<file path="src/dma_cfg.svh">
`ifndef DMA_CFG_SVH
`define DMA_CFG_SVH

// Address and data width of both AXI-lite ports and of the sample stream
`define DMA_ADDR_WIDTH 32
`define DMA_DATA_WIDTH 32

// Number of samples the input FIFO can hold before it back-pressures
`define DMA_FIFO_DEPTH 8

// Byte offsets of the host registers
`define DMA_REG_BASE    8'h00
`define DMA_REG_LENGTH  8'h04
`define DMA_REG_CONTROL 8'h08
`define DMA_REG_STATUS  8'h0C

`endif

</file>
<file path="src/dma_pkg.sv">
`include "dma_cfg.svh"

package dma_pkg;

    // Only OKAY is ever produced as an AXI-lite response here
    typedef enum logic [1:0] {
        AXI_RESP_OKAY = 2'b00
    } axi_resp_t;

    // Buffer setup handed from the register block to the write master
    // Length counts words, so the buffer spans base to base plus four times length
    typedef struct packed {
        logic [`DMA_ADDR_WIDTH-1:0] base;
        logic [`DMA_DATA_WIDTH-1:0] length;
        logic                       enable;
    } dma_config_t;

endpackage

</file>
<file path="src/axi_lite_if.sv">
`timescale 1ns/1ps
`include "dma_cfg.svh"

interface axi_lite_if;

    // Write address channel
    logic [`DMA_ADDR_WIDTH-1:0]   awaddr;
    logic                         awvalid;
    logic                         awready;

    // Write data channel with one strobe bit per byte
    logic [`DMA_DATA_WIDTH-1:0]   wdata;
    logic [`DMA_DATA_WIDTH/8-1:0] wstrb;
    logic                         wvalid;
    logic                         wready;

    // Write response channel
    logic [1:0]                   bresp;
    logic                         bvalid;
    logic                         bready;

    // Read address and read data channels
    logic [`DMA_ADDR_WIDTH-1:0]   araddr;
    logic                         arvalid;
    logic                         arready;
    logic [`DMA_DATA_WIDTH-1:0]   rdata;
    logic [1:0]                   rresp;
    logic                         rvalid;
    logic                         rready;

    modport master (
        output awaddr, awvalid, wdata, wstrb, wvalid, bready, araddr, arvalid, rready,
        input  awready, wready, bresp, bvalid, arready, rdata, rresp, rvalid
    );

    modport slave (
        input  awaddr, awvalid, wdata, wstrb, wvalid, bready, araddr, arvalid, rready,
        output awready, wready, bresp, bvalid, arready, rdata, rresp, rvalid
    );

endinterface

</file>
<file path="src/axil_dma_regs.sv">
`timescale 1ns/1ps
`include "dma_cfg.svh"

module axil_dma_regs import dma_pkg::*; (
    input  logic        clock,
    input  logic        reset,
    axi_lite_if.slave   host,
    output dma_config_t dma_config,
    input  logic        sample_written
);

    localparam int DATA_WIDTH = `DMA_DATA_WIDTH;

    logic [DATA_WIDTH-1:0] base_reg;
    logic [DATA_WIDTH-1:0] length_reg;
    logic [DATA_WIDTH-1:0] sample_count;
    logic                  enable_reg;
    logic                  restart;
    logic                  write_fire;
    logic                  read_fire;

    // Merge the bytes selected by the strobe into the old register value
    function automatic logic [DATA_WIDTH-1:0] apply_strobe(
        input logic [DATA_WIDTH-1:0]   old_value,
        input logic [DATA_WIDTH-1:0]   new_value,
        input logic [DATA_WIDTH/8-1:0] strobe
    );
        logic [DATA_WIDTH-1:0] result;
        result = old_value;
        for (int i = 0; i < DATA_WIDTH / 8; i++) begin
            if (strobe[i]) result[8*i +: 8] = new_value[8*i +: 8];
        end
        return result;
    endfunction

    // awready and wready pulse together, so one edge completes both channels
    assign write_fire = host.awvalid && host.awready && host.wvalid && host.wready;
    assign read_fire  = host.arvalid && host.arready;
    assign host.bresp = AXI_RESP_OKAY;
    assign host.rresp = AXI_RESP_OKAY;

    // Enable is held low for one cycle after an enable write so the master restarts at zero
    assign dma_config.base   = base_reg;
    assign dma_config.length = length_reg;
    assign dma_config.enable = enable_reg && !restart;

    always_ff @(posedge clock) begin
        if (reset) begin
            host.awready <= 1'b0;
            host.wready  <= 1'b0;
            host.bvalid  <= 1'b0;
        end else begin
            // Accept only when both channels are present and no response is pending
            host.awready <= host.awvalid && host.wvalid && !host.awready && !host.bvalid;
            host.wready  <= host.awvalid && host.wvalid && !host.awready && !host.bvalid;
            if (write_fire) begin
                host.bvalid <= 1'b1;
            end else if (host.bready) begin
                host.bvalid <= 1'b0;
            end
        end
    end

    always_ff @(posedge clock) begin
        if (reset) begin
            base_reg     <= '0;
            length_reg   <= '0;
            enable_reg   <= 1'b0;
            restart      <= 1'b0;
            sample_count <= '0;
        end else begin
            restart <= 1'b0;
            if (sample_written) sample_count <= sample_count + 1'b1;
            if (write_fire) begin
                case (host.awaddr[7:0])
                    `DMA_REG_BASE:   base_reg   <= apply_strobe(base_reg, host.wdata, host.wstrb);
                    `DMA_REG_LENGTH: length_reg <= apply_strobe(length_reg, host.wdata, host.wstrb);
                    `DMA_REG_CONTROL: begin
                        if (host.wstrb[0]) begin
                            enable_reg <= host.wdata[0];
                            // A fresh enable starts a new run, so the count starts over
                            if (host.wdata[0]) begin
                                restart      <= 1'b1;
                                sample_count <= '0;
                            end
                        end
                    end
                    // STATUS is read only and other offsets are not mapped
                    default: ;
                endcase
            end
        end
    end

    always_ff @(posedge clock) begin
        if (reset) begin
            host.arready <= 1'b0;
            host.rvalid  <= 1'b0;
            host.rdata   <= '0;
        end else begin
            host.arready <= host.arvalid && !host.arready && !host.rvalid;
            if (read_fire) begin
                host.rvalid <= 1'b1;
                case (host.araddr[7:0])
                    `DMA_REG_BASE:    host.rdata <= base_reg;
                    `DMA_REG_LENGTH:  host.rdata <= length_reg;
                    `DMA_REG_CONTROL: host.rdata <= {{(DATA_WIDTH-1){1'b0}}, enable_reg};
                    `DMA_REG_STATUS:  host.rdata <= sample_count;
                    default:          host.rdata <= '0;
                endcase
            end else if (host.rready) begin
                host.rvalid <= 1'b0;
            end
        end
    end

endmodule

</file>
<file path="src/stream_fifo.sv">
`timescale 1ns/1ps
`include "dma_cfg.svh"

module stream_fifo #(
    parameter int WIDTH = `DMA_DATA_WIDTH,
    parameter int DEPTH = `DMA_FIFO_DEPTH
) (
    input  logic             clock,
    input  logic             reset,
    input  logic [WIDTH-1:0] in_data,
    input  logic             in_valid,
    output logic             in_ready,
    output logic [WIDTH-1:0] out_data,
    output logic             out_valid,
    input  logic             out_ready
);

    localparam int PTR_WIDTH = $clog2(DEPTH);
    localparam int CNT_WIDTH = $clog2(DEPTH + 1);

    logic [WIDTH-1:0]     storage [DEPTH];
    logic [PTR_WIDTH-1:0] wr_ptr;
    logic [PTR_WIDTH-1:0] rd_ptr;
    logic [CNT_WIDTH-1:0] count;
    logic                 push;
    logic                 pop;

    // Ready only drops when every slot is taken
    assign in_ready  = count != CNT_WIDTH'(DEPTH);
    assign out_valid = count != '0;
    assign out_data  = storage[rd_ptr];
    assign push      = in_valid && in_ready;
    assign pop       = out_valid && out_ready;

    always_ff @(posedge clock) begin
        if (push) storage[wr_ptr] <= in_data;
    end

    always_ff @(posedge clock) begin
        if (reset) begin
            wr_ptr <= '0;
            rd_ptr <= '0;
            count  <= '0;
        end else begin
            // Pointers wrap explicitly, so the depth need not be a power of two
            if (push) wr_ptr <= (wr_ptr == PTR_WIDTH'(DEPTH - 1)) ? '0 : wr_ptr + 1'b1;
            if (pop) rd_ptr <= (rd_ptr == PTR_WIDTH'(DEPTH - 1)) ? '0 : rd_ptr + 1'b1;
            // A push and a pop on the same edge leave the count unchanged
            case ({push, pop})
                2'b10:   count <= count + 1'b1;
                2'b01:   count <= count - 1'b1;
                default: count <= count;
            endcase
        end
    end

endmodule

</file>
<file path="src/axil_write_master.sv">
`timescale 1ns/1ps
`include "dma_cfg.svh"

module axil_write_master import dma_pkg::*; (
    input  logic                       clock,
    input  logic                       reset,
    input  dma_config_t                dma_config,
    input  logic [`DMA_DATA_WIDTH-1:0] in_data,
    input  logic                       in_valid,
    output logic                       in_ready,
    axi_lite_if.master                 mem,
    output logic                       sample_written
);

    localparam int ADDR_WIDTH = `DMA_ADDR_WIDTH;
    localparam int DATA_WIDTH = `DMA_DATA_WIDTH;

    typedef enum logic [1:0] {
        IDLE,
        REQUEST,
        WAIT_RESP
    } state_t;

    state_t                state;
    logic [DATA_WIDTH-1:0] index;
    logic [DATA_WIDTH-1:0] next_index;
    logic [ADDR_WIDTH-1:0] write_addr;
    logic                  active;
    logic                  aw_done;
    logic                  w_done;
    logic                  b_fire;

    // A zero length buffer behaves as if the engine were disabled
    assign active     = dma_config.enable && (dma_config.length != '0);
    assign write_addr = dma_config.base + (ADDR_WIDTH'(index) << 2);
    assign next_index = (index + 1'b1 >= dma_config.length) ? '0 : index + 1'b1;

    // A channel counts as done once its valid is low or is being accepted now
    assign aw_done = !mem.awvalid || mem.awready;
    assign w_done  = !mem.wvalid || mem.wready;
    assign b_fire  = (state == WAIT_RESP) && mem.bvalid;

    // The FIFO head is popped only once memory has confirmed the write
    assign mem.bready = (state == WAIT_RESP);
    assign in_ready   = b_fire;

    // Full word writes only, and the read channel is never used
    assign mem.wstrb   = '1;
    assign mem.araddr  = '0;
    assign mem.arvalid = 1'b0;
    assign mem.rready  = 1'b0;

    always_ff @(posedge clock) begin
        if (reset) begin
            state          <= IDLE;
            mem.awvalid    <= 1'b0;
            mem.awaddr     <= '0;
            mem.wvalid     <= 1'b0;
            mem.wdata      <= '0;
            index          <= '0;
            sample_written <= 1'b0;
        end else begin
            sample_written <= 1'b0;
            case (state)
                IDLE: begin
                    if (active && in_valid) begin
                        mem.awvalid <= 1'b1;
                        mem.awaddr  <= write_addr;
                        mem.wvalid  <= 1'b1;
                        mem.wdata   <= in_data;
                        state       <= REQUEST;
                    end
                end
                REQUEST: begin
                    // Address and data may be accepted on different edges
                    if (mem.awready) mem.awvalid <= 1'b0;
                    if (mem.wready) mem.wvalid <= 1'b0;
                    if (aw_done && w_done) state <= WAIT_RESP;
                end
                WAIT_RESP: begin
                    if (mem.bvalid) begin
                        sample_written <= (mem.bresp == AXI_RESP_OKAY);
                        index          <= next_index;
                        state          <= IDLE;
                    end
                end
                default: state <= IDLE;
            endcase
            // Disabling rewinds the buffer, which also wins over an advance above
            if (!active) index <= '0;
        end
    end

endmodule

</file>
<file path="src/axil_dma.sv">
`timescale 1ns/1ps
`include "dma_cfg.svh"

module axil_dma import dma_pkg::*; (
    input  logic                         clock,
    input  logic                         reset,
    // Host register port
    input  logic [`DMA_ADDR_WIDTH-1:0]   axi_in_awaddr,
    input  logic                         axi_in_awvalid,
    output logic                         axi_in_awready,
    input  logic [`DMA_DATA_WIDTH-1:0]   axi_in_wdata,
    input  logic [`DMA_DATA_WIDTH/8-1:0] axi_in_wstrb,
    input  logic                         axi_in_wvalid,
    output logic                         axi_in_wready,
    output logic [1:0]                   axi_in_bresp,
    output logic                         axi_in_bvalid,
    input  logic                         axi_in_bready,
    input  logic [`DMA_ADDR_WIDTH-1:0]   axi_in_araddr,
    input  logic                         axi_in_arvalid,
    output logic                         axi_in_arready,
    output logic [`DMA_DATA_WIDTH-1:0]   axi_in_rdata,
    output logic [1:0]                   axi_in_rresp,
    output logic                         axi_in_rvalid,
    input  logic                         axi_in_rready,
    // Memory write port
    output logic [`DMA_ADDR_WIDTH-1:0]   axi_out_awaddr,
    output logic                         axi_out_awvalid,
    input  logic                         axi_out_awready,
    output logic [`DMA_DATA_WIDTH-1:0]   axi_out_wdata,
    output logic [`DMA_DATA_WIDTH/8-1:0] axi_out_wstrb,
    output logic                         axi_out_wvalid,
    input  logic                         axi_out_wready,
    input  logic [1:0]                   axi_out_bresp,
    input  logic                         axi_out_bvalid,
    output logic                         axi_out_bready,
    // Sample stream
    input  logic [`DMA_DATA_WIDTH-1:0]   data_in_data,
    input  logic                         data_in_valid,
    output logic                         data_in_ready
);

    axi_lite_if host_bus ();
    axi_lite_if mem_bus ();

    dma_config_t                dma_config;
    logic                       sample_written;
    logic [`DMA_DATA_WIDTH-1:0] fifo_data;
    logic                       fifo_valid;
    logic                       fifo_ready;

    // Host port onto its bus
    assign host_bus.awaddr  = axi_in_awaddr;
    assign host_bus.awvalid = axi_in_awvalid;
    assign host_bus.wdata   = axi_in_wdata;
    assign host_bus.wstrb   = axi_in_wstrb;
    assign host_bus.wvalid  = axi_in_wvalid;
    assign host_bus.bready  = axi_in_bready;
    assign host_bus.araddr  = axi_in_araddr;
    assign host_bus.arvalid = axi_in_arvalid;
    assign host_bus.rready  = axi_in_rready;
    assign axi_in_awready   = host_bus.awready;
    assign axi_in_wready    = host_bus.wready;
    assign axi_in_bresp     = host_bus.bresp;
    assign axi_in_bvalid    = host_bus.bvalid;
    assign axi_in_arready   = host_bus.arready;
    assign axi_in_rdata     = host_bus.rdata;
    assign axi_in_rresp     = host_bus.rresp;
    assign axi_in_rvalid    = host_bus.rvalid;

    // The memory port carries the write channels only
    assign axi_out_awaddr   = mem_bus.awaddr;
    assign axi_out_awvalid  = mem_bus.awvalid;
    assign axi_out_wdata    = mem_bus.wdata;
    assign axi_out_wstrb    = mem_bus.wstrb;
    assign axi_out_wvalid   = mem_bus.wvalid;
    assign axi_out_bready   = mem_bus.bready;
    assign mem_bus.awready  = axi_out_awready;
    assign mem_bus.wready   = axi_out_wready;
    assign mem_bus.bresp    = axi_out_bresp;
    assign mem_bus.bvalid   = axi_out_bvalid;

    // The master never reads, so the read side of its bus stays idle
    assign mem_bus.arready  = 1'b0;
    assign mem_bus.rdata    = '0;
    assign mem_bus.rresp    = AXI_RESP_OKAY;
    assign mem_bus.rvalid   = 1'b0;

    axil_dma_regs regs_i (
        .clock          (clock),
        .reset          (reset),
        .host           (host_bus.slave),
        .dma_config     (dma_config),
        .sample_written (sample_written)
    );

    stream_fifo fifo_i (
        .clock     (clock),
        .reset     (reset),
        .in_data   (data_in_data),
        .in_valid  (data_in_valid),
        .in_ready  (data_in_ready),
        .out_data  (fifo_data),
        .out_valid (fifo_valid),
        .out_ready (fifo_ready)
    );

    axil_write_master master_i (
        .clock          (clock),
        .reset          (reset),
        .dma_config     (dma_config),
        .in_data        (fifo_data),
        .in_valid       (fifo_valid),
        .in_ready       (fifo_ready),
        .mem            (mem_bus.master),
        .sample_written (sample_written)
    );

endmodule

</file>
<file path="config.mk">
export PLATFORM = sky130hd
export DESIGN_NAME = axil_dma
export DESIGN_NICKNAME = d
export VERILOG_FILES = /design/src/dma_pkg.sv /design/src/axi_lite_if.sv /design/src/axil_dma_regs.sv /design/src/stream_fifo.sv /design/src/axil_write_master.sv /design/src/axil_dma.sv
export VERILOG_INCLUDE_DIRS = /design/src
export SDC_FILE = /design/constraint.sdc
export NUM_CORES = 1
export LEC_CHECK = 0
export CORE_MARGIN = 2
export CORE_UTILIZATION = 60
export CTS_BUF_LIST = sky130_fd_sc_hd__clkbuf_4 sky130_fd_sc_hd__clkbuf_8
export DETAILED_ROUTE_END_ITERATION = 12
export DONT_BUFFER_PORTS = 1
export GPL_TIMING_DRIVEN = 0
export PLACE_DENSITY = 0.79
export SLEW_MARGIN = 0
export SYNTH_ARGS = -nofsm -noshare
export SYNTH_HDL_FRONTEND = slang
export SYNTH_SLANG_ARGS = --single-unit
</file>
<file path="constraint.sdc">
create_clock -name clock -period 5.2 [get_ports clock]
set_clock_uncertainty 0.15 [all_clocks]
set_input_delay 1.04 -clock clock [delete_from_list [all_inputs] [get_ports clock]]
set_output_delay 1.04 -clock clock [all_outputs]
set_load 0.03 [all_outputs]
</file>
# After elaboration in Yosys (flattened, before gate mapping)
# Memory sizes are Yosys's and may differ from the RTL's. A register that Yosys moved wholly into a read port is not among the register bits.
# Cells that the tools add are included.
# word_totals
word_cells	135
ff_bits	213
ramBits	256
in_bits	145
mem_count	1
# mem_list
memory	words	width	read_ports	rd_clocked_by_memory_dff	write_ports	line	rtl
fifo_i.storage	8	32	1	1	1	stream_fifo.sv:21	logic [WIDTH-1:0] storage [DEPTH];
# classes
reduce_logical	52
n_eq_ne	17
addsub	7
n_mux	26
magnitude_cmp	1
bitwise	6
# op_table
operator	count
32-bit 2-to-1 mux	6
32-bit case mux with 4 select lines	1
32-bit by 1-bit adder with 32-bit output, second input constant	2
3-bit AND reduction	12
32-bit adder	1
32-bit >= comparator	1
32-bit nonzero test	1
8-bit by 4-bit equality test with 1-bit output, second input constant	3
8-bit by 3-bit equality test with 1-bit output, second input constant	2
1-bit logical AND	16
8-bit logical NOT	2
1-bit 2-to-1 mux	10
4-bit case mux with 2 select lines	1
2-bit nonzero test	4
1-bit logical NOT	7
3-bit by 1-bit adder with 3-bit output, second input constant	2
3-bit equality test, second input constant	2
2-bit 2-to-1 mux	3
3-bit 2-to-1 mux	2
2-bit != test, second input constant	3
1-bit NOT	6
2-bit case mux with 3 select lines	1
4-bit by 1-bit adder with 4-bit output, second input constant	1
2-bit by 1-bit equality test with 1-bit output, second input constant	2
other kinds (12)	18

# Depth between registers and ports, before layout
# depth
ltp_word	6
mapped_depth	16

# Cells and area by module
# Synthesis repeated with hierarchy kept, for this count alone.
# unflattened
hier_cells	1932
area_unflattened_um2	23104.7
# by_module_without_submodules
mod	n_inst	cells_per_inst	area_each_um2
stream_fifo	1	447	10411.2
axil_write_master	1	880	6881.6
axil_dma_regs	1	604	5808.1
axil_dma	1	1	3.8

# Least setup slack after synthesis
# OpenSTA, ideal clock, no wires.
# synth_path
kind	input to register
startpoint	input port data_in_valid
endpoint	memory fifo_i.storage[0][0] (netlist name), enable pin
arrival_time_ns	4.304
slack_ns	0.244
cell_stages	2
setup_time_ns	0.502
path_cell_list	nand2_1 nor4_1
# synth_between
elab_chain_len	3
# synth_lines
item	line	rtl
start: declaration	axil_dma.sv:38	input logic data_in_valid,
1-bit logical AND	stream_fifo.sv:32	assign push = in_valid && in_ready;
1-bit 2-to-1 mux	stream_fifo.sv:36	if (push) storage[wr_ptr] <= in_data;
1-bit 2-to-1 mux (not written as such)	stream_fifo.sv:36	
end: declaration	stream_fifo.sv:21	
# No other way between the ends.

# Worst setup path in the final report
# layout_path
startpoint	register master_i.index[2]
endpoint	register master_i.index[28]
# layout_between
elab_chain_len	3
# layout_lines
item	line	rtl
start: declaration	axil_write_master.sv:25	logic [DATA_WIDTH-1:0] index;
start signal: assignment	axil_write_master.sv:83	index <= next_index;
32-bit by 1-bit adder with 32-bit output (*)	axil_write_master.sv:36	assign next_index = (index + 1'b1 >= dma_config.length) ? '0 : index + 1'b1;
32-bit >= comparator	axil_write_master.sv:36	
32-bit 2-to-1 mux (*)	axil_write_master.sv:36	
# Every way passes the cells marked *; elsewhere a longest branch is shown, timed or not.
# A chain may end at the register's enable or synchronous reset.

==> results.md <==
- Status: finished, final reports clean
- Largest register FFs: around 260
- Number of synthesized flops with an enable pin: around 260
- Fin nets: approximately 2.3k
- Fill count: 2585
- PortBufs: 0
- DRC violations left: 0
- 1st-iter DRT viols: 1311
- CP required: 5580 ps
- Syn-to-layout area delta: 11.9%
- Share of power burned in registers: 0.520
- Worst endpoint data arrival time: around 5000 ps
- Worst Hold Class: primary input to flip-flop
- Clock sinks: around 500
- Largest net degree at the start of global routing: 25
- Clock tree buffer depth: 3
- Drt via density: roughly 6.4
- Power share of the combinational group: 0.023
- ANT cells: 0
- DR pass1 iterations: 5
- Power Density: 323 nW/um^2
- Initial Utilization: 0.610
- Die area: approximately 40000 sq um
- Detailed Route WL: 61900 microns
- P_int: between 6 and 7 mW
- Initial antenna violation count: 1
- CP Launch Type: flip-flop
- Top reg by flops: fifo_i.storage
- Cell Area, Synth: about 22000 sq um
- Die Span Y: 197 microns
- Final worst slack: ~600 ps
- First-pass GRT wire length: ~93000 microns
- Post-synth top cells: nor2_1, edfxtp_1, dfxtp_1
- All-Layer GR Usage: 0.321
- Vias in the first global route: roughly 16k
- Clk pwr share: 0.457
- Cts repair resizes: 0
- Placed Area: approximately 23000 sq um
- Main synth FF type: edfxtp_1
- Yosys warnings: 0
- Count leader, synth: nor2_1
- Sequential fraction of the synthesis area: 0.562
- CP Class: flip-flop to flip-flop
- #FFs+latches synth: 501
- Post-Place Worst Slack: 648 ps
- Cell taking the most area after synthesis: edfxtp_1
- CTS root buffer: clkbuf_8
- DR vias: 16.4k
- GRT Residual Overflow: 0
- Post-synth cell types: between 70 and 80
- Final instance area: between 20000 and 30000 sq um
- Clock buffer count from CTS: just under 80
- Setup violations, final: 0
- Min Tclk post-route: 4600 ps
- Sw Share: 0.218
- Post CTS Setup Buffer Count: 0
- Crit-path max FO: 10
- Power Total: 8.10 mW
- Avg Cell Area, Syn: 11.6 sq um
- Slew headroom: 0.169
- CTS clock-pin slew for the worst setup and hold paths: ~70 ps
- Core Box Area: about 37000 sq um
- CTS H-tree lvls: 3
- MaxCap Viol Count: 0
- CTS tree: yes
- RSZ-0062 raised after global routing: false
- Post-CTS Hold Fix Bufs: 0
- Synth top area cells: edfxtp_1, dfxtp_1, mux4_2, mux2i_1, nor2_1
- Post-synth ARST share: 0
- Ports: between 200 and 300
- Worst-Skew Late Latency: around 670 ps
- Routed Antenna Nets: 0
- Slew Limit Fails: 0
- Row Count: 70
- Final period util: 0.884
- NetSw: approximately 1.8 mW
- Final hold violation count: 0
- Worst slew pin tran: 1250 ps
- Fraction of layout instances using a drive strength above 1: 0.137
- Final core utilization: 0.683
- Post-synth top area share: 0.343
- CP endpoint kind: flip-flop
- Cell count after synthesis: 1937
- Routed len/inst: 24.0 microns
- Achievable frequency: 0.217 GHz
- Die W: about 200 microns
- Peak VDD IR: 0.343 mV
- Post-detail-place hpwl: about 44000 microns
- LEAKAGE: around 8.9 nW
- Placer Congestion: between 0.9 and 1
[metal layers]
metal,share of wire,vias to the layer above,global-route usage
met3,0.093,184,0.0905
met2,0.49,814,0.543
met5,0.00021,-,0
met1,0.38,7988,0.376
met4,0.045,2,0.157
li1,-,7400,-
[cell families after synthesis]
group | synth area share
and+or+nand+nor | 0.126
DFF | 0.562
AOI/OAI and AO/OA | 0.104
muxes | 0.110
buffers and inverters | 0.0312
adders and majority gates | 0.0409
xor gates and xnor gates | 0.0250
other | 0.000335
[worst max-delay path, stage by stage, from the launching register on]
cell       delay [ps]
dfxtp_1           340
buf_2             180
nand3_1           170
nor4_4            550
and4_1            250
buf_2             200
nand2_1           100
xnor2_1           160
ha_1              330
nand4_1           140
or4_1             540
a2111oi_1         480
a21oi_1           220
clkbuf_1          330
a22oi_1           260
nor2_1             60
[layout make-up]
type,instances,area (sq um),share of cell area
timing repair buffer,21,244,0.00974
tap,468,586,0.0234
sequential,501,12600,0.502
clock inverter,22,253,0.0101
multi-input combinational,1277,9170,0.366
buffer,118,523,0.0209
clock buffer,122,1520,0.0605
inverter,47,176,0.00704
[worst paths after layout]
kind	start	endpoint	slack [ps]	cells past startpoint
setup reg to reg	master_i.index[2]$_SDFFE_PP0P_	master_i.index[28]$_SDFFE_PP0P_	600	15
hold reg to reg	master_i.index[30]$_SDFFE_PP0P_	master_i.index[30]$_SDFFE_PP0P_	340	2
hold / removal	data_in_data[11]	fifo_i.storage[4][11]$_DFFE_PP_	300	0
setup / recovery	master_i.index[2]$_SDFFE_PP0P_	master_i.index[28]$_SDFFE_PP0P_	600	15
[through the flow]
step	cells	hold WS, ps	setup TNS, ps
floorplan	1943	292	0
global placement	2411	315	-221470
detailed placement	2432	326	0
CTS	2576	270	0
global route	2576	282	0
finish	2576	303	0
[power groups by stage]
stage / clock (mW) / sequential, mW / combinational (mW)
after floorplan: 0 / 4.29 / 0.113
after global placement: 0 / 4.30 / 0.161
after detailed placement: 0 / 4.30 / 0.181
after CTS: 3.72 / 4.21 / 0.184
after global routing: 3.88 / 4.22 / 0.196
final: 3.70 / 4.21 / 0.185
[cell usage in the layout (no fill, tap or decap), types with 9 or more instances in the layout]
cell type / instances
clkbuf_4: 26
o21ai_0: 80
nor4_1: 20
a31oi_1: 10
xor2_1: 29
ha_1: 70
a22oi_1: 58
a211oi_1: 37
or3_1: 11
and3_1: 20
and4_1: 18
xnor2_1: 35
edfxtp_1: 256
buf_2: 24
clkbuf_1: 72
nand4_1: 23
nor3_1: 17
dfxtp_1: 245
nand3_1: 45
a21o_1: 23
clkbuf_8: 96
clkinv_2: 9
a21oi_1: 108
mux2i_1: 100
buf_4: 15
buf_1: 10
nand2_1: 127
buf_6: 13
inv_1: 47
nor2_1: 263
mux4_2: 65
nand2b_1: 9
Power figures use the tool's default switching activity.
